### config.mk
export PLATFORM = sky130hd
export DESIGN_NAME = cart_top
export DESIGN_NICKNAME = d
export VERILOG_FILES = /design/src/hdl/cart_pkg.sv /design/src/hdl/msx_bus_pkg.sv /design/src/hdl/cart_top.sv /design/src/hdl/cart_ascii16.sv /design/src/hdl/cart_ascii8.sv /design/src/hdl/cart_ctrl.sv
export VERILOG_INCLUDE_DIRS = /design/src /design/src/include
export SDC_FILE = /design/constraint.sdc
export NUM_CORES = 1
export LEC_CHECK = 0
export BUFFER_PORTS_ARGS = -buffer_cell sky130_fd_sc_hd__buf_4
export CAP_MARGIN = 10
export CORE_AREA = 5 5 110 112
export DETAILED_ROUTE_END_ITERATION = 10
export DIE_AREA = 0 0 115 117
export PLACE_DENSITY = 0.77
export REMOVE_ABC_BUFFERS = 1
export SYNTH_ARGS = -nofsm -noshare
export SYNTH_HDL_FRONTEND = slang
export SYNTH_HIERARCHICAL = 1
export SYNTH_SLANG_ARGS = --single-unit
### constraint.sdc
create_clock -name reset -period 1.6 [get_ports reset]
set_input_delay 0.08 -clock reset [delete_from_list [all_inputs] [get_ports reset]]
set_output_delay 0.08 -clock reset [all_outputs]
set_load 0.01 [all_outputs]
### src/include/cart_cfg.svh
/* Widths for the cartridge datapath. ROM addresses reach 32 MB; the battery SRAM
   is 32 kB at most, and the bank registers hold one CPU byte */
`ifndef CART_CFG_SVH
`define CART_CFG_SVH

// Byte address toward the cartridge ROM
`define CART_ROM_AW 25

// Byte address toward the battery SRAM
`define CART_SRAM_AW 15

// One mapper bank register
`define CART_BANK_W 8

// SRAM size code for a cartridge without SRAM
`define CART_SRAM_NONE 2'd3

`endif
### src/hdl/cart_pkg.sv
/* Cartridge side types. Widths come from cart_cfg.svh, so the include path
   must point at include/ */
`default_nettype none
`include "cart_cfg.svh"

package cart_pkg;

    // Koei and Wizardry are ASCII8 variants and share its datapath
    typedef enum logic [1:0] {
        kind_ascii8   = 2'd0,
        kind_koei     = 2'd1,
        kind_wizardry = 2'd2,
        kind_ascii16  = 2'd3
    } mapper_kind_t;

    typedef logic [`CART_BANK_W-1:0] bank_t;
    typedef logic [`CART_ROM_AW-1:0] rom_addr_t;
    typedef logic [`CART_SRAM_AW-1:0] sram_addr_t;

    // 0 is 2 kB, 1 is 8 kB, 2 is 32 kB, 3 means no SRAM fitted
    typedef logic [1:0] sram_size_t;

endpackage

`default_nettype wire

### src/hdl/msx_bus_pkg.sv
/* CPU side of the cartridge slot. Plain Z80 address and data, no wait states */
`default_nettype none

package msx_bus_pkg;

    // Full 64 kB CPU address space as seen by the slot
    typedef logic [15:0] cpu_addr_t;

    typedef logic [7:0] cpu_data_t;

endpackage

`default_nettype wire

### src/hdl/cart_top.sv
/* Cartridge slot top level. Address outputs follow addr with no latency, and a
   register write takes effect at the clock edge where it is sampled */
`timescale 1ns/1ns
`default_nettype none

module cart_top (
    input  wire                         reset,
    input  wire                         clk,
    input  wire msx_bus_pkg::cpu_addr_t addr,
    input  wire msx_bus_pkg::cpu_data_t d_from_cpu,
    input  wire                         wr,
    input  wire                         cs,
    input  wire cart_pkg::mapper_kind_t mapper_kind,
    input  wire cart_pkg::rom_addr_t    rom_size,
    input  wire cart_pkg::sram_size_t   sram_size,
    output cart_pkg::rom_addr_t         mem_addr,
    output logic                        mem_oe,
    output cart_pkg::sram_addr_t        sram_addr,
    output logic                        sram_oe,
    output logic                        sram_we
);
    import cart_pkg::*;

    logic       cs_a8;
    logic       cs_a16;
    logic       koei;
    logic       wizardry;
    rom_addr_t  a8_mem_addr;
    rom_addr_t  a16_mem_addr;
    sram_addr_t a8_sram_addr;
    sram_addr_t a16_sram_addr;
    logic       a8_sram_oe;
    logic       a16_sram_oe;

    cart_ctrl u_ctrl (
        .reset         (reset),
        .clk           (clk),
        .cs            (cs),
        .wr            (wr),
        .mapper_kind   (mapper_kind),
        .sram_size     (sram_size),
        .a8_mem_addr   (a8_mem_addr),
        .a16_mem_addr  (a16_mem_addr),
        .a8_sram_addr  (a8_sram_addr),
        .a16_sram_addr (a16_sram_addr),
        .a8_sram_oe    (a8_sram_oe),
        .a16_sram_oe   (a16_sram_oe),
        .cs_a8         (cs_a8),
        .cs_a16        (cs_a16),
        .koei          (koei),
        .wizardry      (wizardry),
        .mem_addr      (mem_addr),
        .mem_oe        (mem_oe),
        .sram_addr     (sram_addr),
        .sram_oe       (sram_oe),
        .sram_we       (sram_we)
    );

    cart_ascii8 u_ascii8 (
        .reset      (reset),
        .clk        (clk),
        .rom_size   (rom_size),
        .addr       (addr),
        .d_from_cpu (d_from_cpu),
        .wr         (wr),
        .cs         (cs_a8),
        .koei       (koei),
        .wizardry   (wizardry),
        .mem_addr   (a8_mem_addr),
        .sram_addr  (a8_sram_addr),
        .sram_oe    (a8_sram_oe)
    );

    cart_ascii16 u_ascii16 (
        .reset      (reset),
        .clk        (clk),
        .rom_size   (rom_size),
        .addr       (addr),
        .d_from_cpu (d_from_cpu),
        .wr         (wr),
        .cs         (cs_a16),
        .mem_addr   (a16_mem_addr),
        .sram_addr  (a16_sram_addr),
        .sram_oe    (a16_sram_oe)
    );

endmodule

`default_nettype wire

### src/hdl/cart_ascii16.sv
/* ASCII16 mapper with a single 2 kB SRAM mirrored over a 16 kB window. rom_size
   must be a power of two of at least 32 kB */
`timescale 1ns/1ns
`default_nettype none

module cart_ascii16 (
    input  wire                         reset,
    input  wire                         clk,
    input  wire cart_pkg::rom_addr_t    rom_size,
    input  wire msx_bus_pkg::cpu_addr_t addr,
    input  wire msx_bus_pkg::cpu_data_t d_from_cpu,
    input  wire                         wr,
    input  wire                         cs,
    output cart_pkg::rom_addr_t         mem_addr,
    output cart_pkg::sram_addr_t        sram_addr,
    output logic                        sram_oe
);
    import cart_pkg::*;

    bank_t      rom_bank [0:1];
    logic [1:0] sram_en;

    logic  bank_wr;
    logic  wr_sel;
    logic  rd_sel;
    logic  in_window;
    bank_t rom_mask;

    // Bank 0 at 0x6000-0x67FF, bank 1 at 0x7000-0x77FF
    assign bank_wr = cs && wr && (addr[15:13] == 3'b011) && !addr[11];
    assign wr_sel  = addr[12];

    assign rom_mask = rom_size[21:14] - 8'd1;

    always_ff @(posedge reset or posedge clk) begin
        if (clk) begin
            rom_bank[0] <= '0;
            rom_bank[1] <= '0;
            sram_en     <= '0;
        end else if (bank_wr) begin
            // A bank number one past the ROM end selects the SRAM
            if (d_from_cpu == rom_size[21:14]) begin
                sram_en[wr_sel] <= 1'b1;
            end else begin
                sram_en[wr_sel]  <= 1'b0;
                rom_bank[wr_sel] <= d_from_cpu;
            end
        end
    end

    // Outside 0x4000-0xBFFF the ROM mirrors the opposite bank
    assign in_window = addr[15] ^ addr[14];
    assign rd_sel    = in_window ? addr[15] : ~addr[15];
    assign mem_addr  = {3'b000, rom_bank[rd_sel] & rom_mask, addr[13:0]};

    assign sram_oe   = cs && in_window && sram_en[rd_sel];
    assign sram_addr = {4'h0, addr[10:0]};

    a_sram_window: assert property (@(posedge reset) disable iff (clk)
        sram_oe |-> (addr[15:14] == 2'b01 || addr[15:14] == 2'b10))
        else $error("ASCII16 SRAM selected outside 0x4000-0xBFFF");

endmodule

`default_nettype wire

### src/hdl/cart_ascii8.sv
/* ASCII8 mapper with the Koei and Wizardry variants. rom_size must be a power
   of two of at least 16 kB; only bits 1:0 of an SRAM bank reach the address */
`timescale 1ns/1ns
`default_nettype none

module cart_ascii8 (
    input  wire                         reset,
    input  wire                         clk,
    input  wire cart_pkg::rom_addr_t    rom_size,
    input  wire msx_bus_pkg::cpu_addr_t addr,
    input  wire msx_bus_pkg::cpu_data_t d_from_cpu,
    input  wire                         wr,
    input  wire                         cs,
    input  wire                         koei,
    input  wire                         wizardry,
    output cart_pkg::rom_addr_t         mem_addr,
    output cart_pkg::sram_addr_t        sram_addr,
    output logic                        sram_oe
);
    import cart_pkg::*;

    bank_t      rom_bank [0:3];
    bank_t      sram_bank [0:7];
    logic [7:0] sram_en;

    logic       reg_wr;
    logic [1:0] region;
    logic [2:0] page;
    logic [7:0] page_bit;
    logic [7:0] page_allow;
    bank_t      rom_mask;
    bank_t      en_bit;
    logic [1:0] bank_num;
    bank_t      sram_base;

    // Registers sit at 0x6000, 0x6800, 0x7000 and 0x7800
    assign reg_wr = cs && wr && (addr[15:13] == 3'b011);
    assign region = addr[12:11];

    // Register n controls the 8 kB page n + 2 of the CPU map
    assign page     = {1'b0, region} + 3'd2;
    assign page_bit = 8'd1 << page;

    // Koei can also map SRAM into page 2 (0x4000)
    assign page_allow = koei ? 8'h34 : 8'h30;

    // ROM size in 8 kB units doubles as the SRAM enable bit
    assign rom_mask = rom_size[20:13] - 8'd1;
    assign en_bit   = wizardry ? 8'h80 : rom_size[20:13];

    always_ff @(posedge reset or posedge clk) begin
        if (clk) begin
            for (int i = 0; i < 4; i++) begin
                rom_bank[i] <= '0;
            end
            for (int i = 0; i < 8; i++) begin
                sram_bank[i] <= '0;
            end
            sram_en <= '0;
        end else if (reg_wr) begin
            if ((d_from_cpu & en_bit) != 8'h00) begin
                sram_en         <= sram_en | (page_bit & page_allow);
                // The enable bit itself is not part of the SRAM bank number
                sram_bank[page] <= d_from_cpu & ~en_bit;
            end else begin
                sram_en          <= sram_en & ~page_bit;
                rom_bank[region] <= d_from_cpu;
            end
        end
    end

    // 0x0000 mirrors banks 2/3 and 0xC000 mirrors banks 0/1
    assign bank_num = {(addr[15] ^ addr[14]) ? addr[15] : ~addr[15], addr[13]};
    assign mem_addr = {4'h0, rom_bank[bank_num] & rom_mask, addr[12:0]};

    assign sram_base = sram_bank[addr[15:13]];
    assign sram_oe   = cs && sram_en[addr[15:13]];
    assign sram_addr = {sram_base[1:0], addr[12:0]};

    // The variant flags come from the mapper kind decode in cart_ctrl
    a_one_variant: assert property (@(posedge reset) disable iff (clk)
        !(koei && wizardry))
        else $error("koei and wizardry selected together");

endmodule

`default_nettype wire

### src/hdl/cart_ctrl.sv
/* Mapper selection and output merge. mapper_kind and sram_size must be held
   stable while the CPU runs; the clock port is reset and the reset port is clk */
`timescale 1ns/1ns
`default_nettype none
`include "cart_cfg.svh"

module cart_ctrl (
    input  wire                           reset,
    input  wire                           clk,
    input  wire                           cs,
    input  wire                           wr,
    input  wire cart_pkg::mapper_kind_t   mapper_kind,
    input  wire cart_pkg::sram_size_t     sram_size,
    input  wire cart_pkg::rom_addr_t      a8_mem_addr,
    input  wire cart_pkg::rom_addr_t      a16_mem_addr,
    input  wire cart_pkg::sram_addr_t     a8_sram_addr,
    input  wire cart_pkg::sram_addr_t     a16_sram_addr,
    input  wire                           a8_sram_oe,
    input  wire                           a16_sram_oe,
    output logic                          cs_a8,
    output logic                          cs_a16,
    output logic                          koei,
    output logic                          wizardry,
    output cart_pkg::rom_addr_t           mem_addr,
    output logic                          mem_oe,
    output cart_pkg::sram_addr_t          sram_addr,
    output logic                          sram_oe,
    output logic                          sram_we
);
    import cart_pkg::*;

    logic       is_a16;
    logic       sram_fitted;
    sram_addr_t size_mask;

    // Only one mapper gets the chip select, so the idle one never sees a write
    assign is_a16   = (mapper_kind == kind_ascii16);
    assign koei     = (mapper_kind == kind_koei);
    assign wizardry = (mapper_kind == kind_wizardry);
    assign cs_a8    = cs && !is_a16;
    assign cs_a16   = cs && is_a16;

    assign mem_addr = is_a16 ? a16_mem_addr : a8_mem_addr;
    assign mem_oe   = cs;

    // A cartridge without SRAM gets neither reads nor writes on the SRAM side
    assign sram_fitted = (sram_size != `CART_SRAM_NONE);
    assign sram_oe     = sram_fitted && (is_a16 ? a16_sram_oe : a8_sram_oe);
    assign sram_we     = sram_oe && wr;

    // Upper SRAM address bits beyond the fitted size are forced to zero
    always_comb begin
        case (sram_size)
            2'd0:    size_mask = 15'h07ff;
            2'd1:    size_mask = 15'h1fff;
            2'd2:    size_mask = 15'h7fff;
            default: size_mask = '0;
        endcase
    end

    assign sram_addr = (is_a16 ? a16_sram_addr : a8_sram_addr) & size_mask;

    a_one_mapper: assert property (@(posedge reset) disable iff (clk)
        !(cs_a8 && cs_a16))
        else $error("both mappers selected at once");

endmodule

`default_nettype wire

==> flow_summary.json, run 1 <==
{
  "post_dp_cell_area_um2": 5420,
  "htreeDepth": 3,
  "max_freq_mhz": 529,
  "fp.dieW_um": 115,
  "cap_viol_max_count": 0,
  "layout_commonest_cell": "buf_4",
  "die_height_um": 117,
  "place.detailed.hpwl_um": 8890,
  "power_mw": 4.44,
  "status": "finished, violations left",
  "number_of_global_route_vias_before_repair": 3929,
  "global_route.usage.total": 0.184,
  "final_cells": 686,
  "drt-total-wl_um": 12200,
  "combined_area_of_all_synthesized_cells_um2": 4780,
  "route.antenna.remaining_nets": 0,
  "worst_hold_check_path_type": "in2reg",
  "drt_drc_violations_left": 0,
  "drive_above_1_share": 0.453,
  "timing_worst_slew_pin_value_ns": 0.693,
  "drv_slew": 0,
  "cts_made_buffers": 9,
  "preCtsSetupSlack_ns": -0.339,
  "warning_count_from_the_yosys_run": 6,
  "seq_area_frac_synth": 0.345,
  "cp_data_arrival_time_ns": 1.81,
  "overflow": 0,
  "floorplan.die_area_um2": 13500,
  "clock_pin_slew_of_the_registers_on_the_worst_case_setup_and_hold_paths_ns": 0.05,
  "report.final.hold_viol_count": 0,
  "synth_edf_count": 0,
  "critPathMaxFanout": 2,
  "drt-vias-per-instance": 5.59,
  "final.setup.tns_ns": -2.37,
  "setup_repair_after_global_routing_missed_its_margin": "true",
  "finalWorstSetupSlack_ns": -0.289,
  "finalWorstPathRequiredPeriod_ns": 1.89,
  "critical_path_class": "reg2out",
  "detailed_routing_iterations_pass_1": 5,
  "initial_util": 0.430,
  "gp_congestion": 0.913,
  "antenna-diode-count": 0,
  "final_nets": 603,
  "utilization": 0.528,
  "powerDensity_nw_per_um2": 757,
  "synth_ff_type": "dfrtp_1",
  "yosysUniqueCellTypes": 52,
  "detailedRoute.firstIterationViolations": 340,
  "slew_headroom": 0.537,
  "clock_sink_count": 66,
  "dp.cells": 655,
  "num_rows": 39,
  "cp-start-kind": "flip-flop",
  "violations_in_the_final_reports": "setup timing",
  "design.portCount": 100,
  "route.vias.total": 3834,
  "worst_endpoint_required_time_ns": 1.52,
  "finalSetupViolations": 10,
  "async_reset_ff_frac": 1.00,
  "power.static_leakage_nw": 2.77,
  "post_drt_wl_per_cell_um": 17.8,
  "cts_tree": "done",
  "syn_to_final_growth_pct": 22.7,
  "initial_antenna_violation_count": 0,
  "worst_ir_drop_vdd_mv": 0.511,
  "syn_area_per_cell_um2": 10.4,
  "timing.clock.skew_ns": 0,
  "cts-root-buf": "clkbuf_16",
  "stdcell_area_um2": 5870,
  "layout.cells.most_common_list": "buf_4, dfrtp_1, o2bb2ai_1",
  "postSynthCellCount": 460,
  "largest_net_degree_at_the_start_of_global_routing": 49,
  "finalCritPeriodShare": 1.18,
  "wire_length_of_the_first_global_routing_pass_um": 19600,
  "critical_path_end_type": "output port",
  "clk_path_buf_depth": 2,
  "core_area_um2": 11100,
  "port_buffers": 80,
  "clk_latency_ns": 0.33,
  "holdWs_ns": 0.0387,
  "postSynthRegisterBits": 66
}
## final timing paths
kind / startpoint / to / slack, ns / depth (start not counted)
max: u_ascii8/sram_en[3]$_DFFE_PP0P_ / sram_oe / -0.29 / 6
min: d_from_cpu[2] / u_ascii16/rom_bank[2]$_DFFE_PP0P_ / 0.04 / 2
max reg2reg: u_ascii8/rom_bank[17]$_DFFE_PP0P_ / u_ascii8/rom_bank[17]$_DFFE_PP0P_ / 0.73 / 3
min reg2reg: u_ascii8/sram_en[7]$_DFFE_PP0P_ / u_ascii8/sram_en[7]$_DFFE_PP0P_ / 0.37 / 0
max in group asynchronous: clk / u_ascii16/rom_bank[6]$_DFFE_PP0P_ / 0.73 / 3
min in group asynchronous: clk / u_ascii8/rom_bank[30]$_DFFE_PP0P_ / 0.37 / 4
## synth_stat cells (3+ instances only)
master | number | area share
dfrtp_1 | 66 | 0.35
buf_4 | 64 | 0.10
o2bb2ai_1 | 36 | 0.066
nand3_1 | 27 | 0.028
a21oi_1 | 23 | 0.024
mux2_2 | 22 | 0.052
mux2_4 | 19 | 0.060
clkbuf_1 | 17 | 0.013
nand2_1 | 16 | 0.013
a21bo_2 | 14 | 0.029
mux2i_1 | 12 | 0.025
inv_1 | 10 | 0.0078
xnor2_1 | 10 | 0.018
mux4_2 | 9 | 0.042
nor2_1 | 9 | 0.0071
buf_6 | 7 | 0.016
nor2b_1 | 7 | 0.0092
nor3_1 | 7 | 0.0073
and3_1 | 6 | 0.0078
and2_1 | 5 | 0.0065
ha_1 | 5 | 0.013
nand2b_1 | 5 | 0.0065
nor4_1 | 5 | 0.0065
o21ai_0 | 5 | 0.0052
buf_2 | 4 | 0.0042
o311ai_0 | 4 | 0.0073
a21boi_0 | 3 | 0.0047
a22oi_1 | 3 | 0.0047
nand4_1 | 3 | 0.0039
o21a_1 | 3 | 0.0047
o22ai_1 | 3 | 0.0039
xor2_1 | 3 | 0.0055
## where the power goes
group	switching, mW	internal, mW
registers	0.0457	1.75
clock network	0.678	1.01
logic	0.456	0.504
total	1.18	3.26
## layout make-up
type,instances,area [µm²]
clock buffer,9,225
clock inverter,4,22.5
fill,952,5260
inverter,10,37.5
multi-input combinational,301,2520
sequential,66,1650
tap,143,179
timing repair buffer,153,1230
## metal layers
metal  track usage  routed length, µm  up-vias
li1              -                  -     1781
met1         0.222               4970     1887
met2         0.318               6190      140
met3        0.0350                743       26
met4        0.0845                274        0
met5             0                  0        -
## worst max-delay path: stages (launching register included)
cell,delay (ns)
dfrtp_1,0.39
mux4_2,0.47
mux2i_1,0.15
nor2b_1,0.06
a21bo_2,0.20
a21oi_1,0.06
buf_4,0.15
## sequential cells by signal, indices dropped and copies added (netlist names), named ones only
register and count:
u_ascii8/sram_bank 8, u_ascii16/rom_bank 16, u_ascii8/sram_en 6, u_ascii8/rom_bank 32
## timing repair
action,in CTS,in global routing
pin swaps,3,1
setup buffers,8,9
setup endpoints to repair,11,19
gates resized for setup,15,6
hold buffers,1,0
endpoints found under the hold margin,66,0
## logic make-up (layout without fill, tap and decap cells)
family | after synthesis | after routing | synth area share
xor gates and xnor gates | 13 | 13 | 0.0238
and+or+nand+nor | 104 | 104 | 0.121
muxes | 63 | 63 | 0.184
AOI/OAI and AO/OA | 105 | 105 | 0.169
other | 2 | 11 | 0.00157
DFF | 66 | 66 | 0.345
adders and majority gates | 5 | 5 | 0.0131
buffers and inverters | 102 | 176 | 0.142
Note: power is estimated with default switching activity, not from simulation.
==> run 2: changes to the inputs <==
CTS_BUF_LIST = sky130_fd_sc_hd__clkbuf_2   (was default)
==> run 2 against run 1 <==
The run still ends with setup timing left. Wire length is 0.33% higher. Largest cell class unchanged. Hold slack worse by 0.0094 ns. Power decreased by 21%. Via count rose by 0.89%. Cell area decreased by 1.6%. Combinational power increased by 2.9%. Die area is the same. Critical endpoint unchanged. Clock skew stayed put. Critical path depth is the same. Final cell count increased by 1.2%.
==> flow_summary.json, run 2 (synthesis results as in run 1) <==
{
  "status": "finished, violations left",
  "violations_in_the_final_reports": "setup timing",
  "cts-root-buf": "clkbuf_2",
  "port_buffers": 80,
  "initial_antenna_violation_count": 0,
  "setup_repair_after_global_routing_missed_its_margin": "true",
  "power.static_leakage_nw": 2.74,
  "critPathLaunch": "u_ascii8/sram_en[3]$_DFFE_PP0P_",
  "detailed_routing_iterations_pass_1": 5,
  "layout_commonest_cell": "buf_4",
  "gp_congestion": 0.913,
  "cts_tree": "done",
  "worst_hold_check_path_type": "in2reg",
  "powerDensity_nw_per_um2": 609,
  "largest-register": "u_ascii8/rom_bank",
  "critical_path_end_type": "output port",
  "timing_worst_slew_pin_value_ns": 0.701,
  "finalSetupViolations": 12,
  "delay_of_the_slowest_cell_on_the_worst_path_ns": 0.47,
  "die_height_um": 117,
  "crit_slowest_cell": "mux4_2",
  "crit-reg2reg-launch": "u_ascii8/rom_bank[13]$_DFFE_PP0P_",
  "critical_path_class": "reg2out",
  "drt-vias-per-instance": 5.57,
  "rrSetupSlack_ns": 0.70,
  "drt_drc_violations_left": 0,
  "clock_pin_slew_of_the_registers_on_the_worst_case_setup_and_hold_paths_ns": 0.18,
  "clk_path_buf_depth": 2,
  "final_nets": 611,
  "detailedRoute.firstIterationViolations": 352,
  "antenna-diode-count": 0,
  "drive_above_1_share": 0.441,
  "critical_path_depth": 6,
  "timing.clock.skew_ns": 0,
  "largest_net_degree_at_the_start_of_global_routing": 49,
  "report.final.hold_viol_count": 0,
  "fp.dieW_um": 115,
  "layout.cells.most_common_list": "buf_4, dfrtp_1, o2bb2ai_1",
  "cp_data_arrival_time_ns": 2.03,
  "timing.rr.end": "u_ascii8/rom_bank[13]$_DFFE_PP0P_",
  "overflow": 0,
  "clk_latency_ns": 0.50,
  "global_route.usage.total": 0.182,
  "cap_viol_max_count": 0,
  "place.detailed.hpwl_um": 8890,
  "setup.worst_path.end": "sram_oe",
  "preCtsSetupSlack_ns": -0.339,
  "dp.cells": 655,
  "number_of_flip_flops_in_the_largest_register": 32,
  "largestRegisters": "u_ascii8/rom_bank (32), u_ascii16/rom_bank (16), u_ascii8/sram_bank (8)",
  "htreeDepth": 3,
  "finalWorstSetupSlack_ns": -0.506,
  "drt-total-wl_um": 12200,
  "clock_sink_count": 66,
  "route.antenna.remaining_nets": 0,
  "worst_endpoint_required_time_ns": 1.52,
  "worst_ir_drop_vdd_mv": 0.292,
  "syn_to_final_growth_pct": 20.8,
  "post_drt_wl_per_cell_um": 17.6,
  "num_rows": 39,
  "worstHoldStart": "addr[12]",
  "max_freq_mhz": 475,
  "finalWorstPathRequiredPeriod_ns": 2.11,
  "route.vias.total": 3868,
  "reg2regPathDepth": 3,
  "critPathMaxFanout": 2,
  "power_mw": 3.52,
  "initial_util": 0.430,
  "design.portCount": 100,
  "wire_length_of_the_first_global_routing_pass_um": 19500,
  "drv_slew": 0,
  "slew_headroom": 0.532,
  "finalCritPeriodShare": 1.32,
  "cp-start-kind": "flip-flop",
  "ordered_cell_list_for_the_critical_path": "mux4_2 > mux2i_1 > nor2b_1 > a21bo_2 > a21oi_1 > buf_4",
  "floorplan.die_area_um2": 13500,
  "number_of_global_route_vias_before_repair": 3899,
  "cts_made_buffers": 9,
  "path_delay_family": "multiplexers",
  "whs_path_depth": 4,
  "final_cells": 694,
  "critPathBufInv": 1,
  "core_area_um2": 11100
}
-- run 2: worst min path at each step --
stage	slack (ns)	end
after global placement	0.16	u_ascii8/rom_bank[12]$_DFFE_PP0P_
final	0.03	flip-flop
after CTS	0.002	u_ascii8/rom_bank[31]$_DFFE_PP0P_
after floorplan	0.02	asynchronous set/reset pin
after detailed placement	0.16	u_ascii8/rom_bank[14]$_DFFE_PP0P_
after global routing	0.02	u_ascii8/rom_bank[31]$_DFFE_PP0P_
-- run 2: layout make-up --
type | count | area [µm²]
Fill cell | 962 | 5350
Clock buffer | 9 | 45.0
Sequential cell | 66 | 1650
Multi-Input combinational cell | 301 | 2520
Inverter | 10 | 37.5
Tap cell | 143 | 179
Timing Repair Buffer | 161 | 1330
Clock inverter | 4 | 22.5
-- run 2: per-layer routing --
| metal | up-vias | share of wire | GRT usage | routed length (µm) |
|---|---|---|---|---|
| met3 | 25 | 0.058 | 0.0303 | 714 |
| li1 | 1787 | - | - | - |
| met1 | 1920 | 0.42 | 0.227 | 5070 |
| met2 | 136 | 0.51 | 0.316 | 6190 |
| met5 | - | 0 | 0 | 0 |
| met4 | 0 | 0.019 | 0.0689 | 236 |
-- run 2: repair_timing --
item                       4_1_cts  5_1_grt
pin swaps                        5        3
gates resized for setup         15        7
setup buffers                    8        8
hold buffers                    10        1
hold endpoints to repair        98        2
setup endpoints to repair       13       21
-- run 2: report_power, final --
part | leakage (nW) | switching (mW) | total (mW) | internal (mW)
registers | 0.886 | 0.0448 | 1.79 | 1.75
clock network | 0.0493 | 0.572 | 0.743 | 0.171
logic | 1.81 | 0.461 | 0.987 | 0.526
-- run 2: through the flow --
stage	hold WS, ns	area, µm²	utilization	TNS [ns]
5_1_grt	0.0224	5780	0.519	-5.71
4_1_cts	0.00166	5690	0.511	-4.87
2_1_floorplan	0.0186	4170	-	-4.75
3_3_place_gp	0.159	5420	0.487	-7.45
3_5_place_dp	0.161	5420	0.487	-9.61
6_report	0.0294	5780	0.519	-4.59
-- run 2: worst register-to-register path, delay by kind of cell, from the launching register on --
family / cells / cell delay [ns]
buffers and inverters: 2 / 0.26
AOI/OAI and AO/OA: 1 / 0.12
DFF: 1 / 0.43
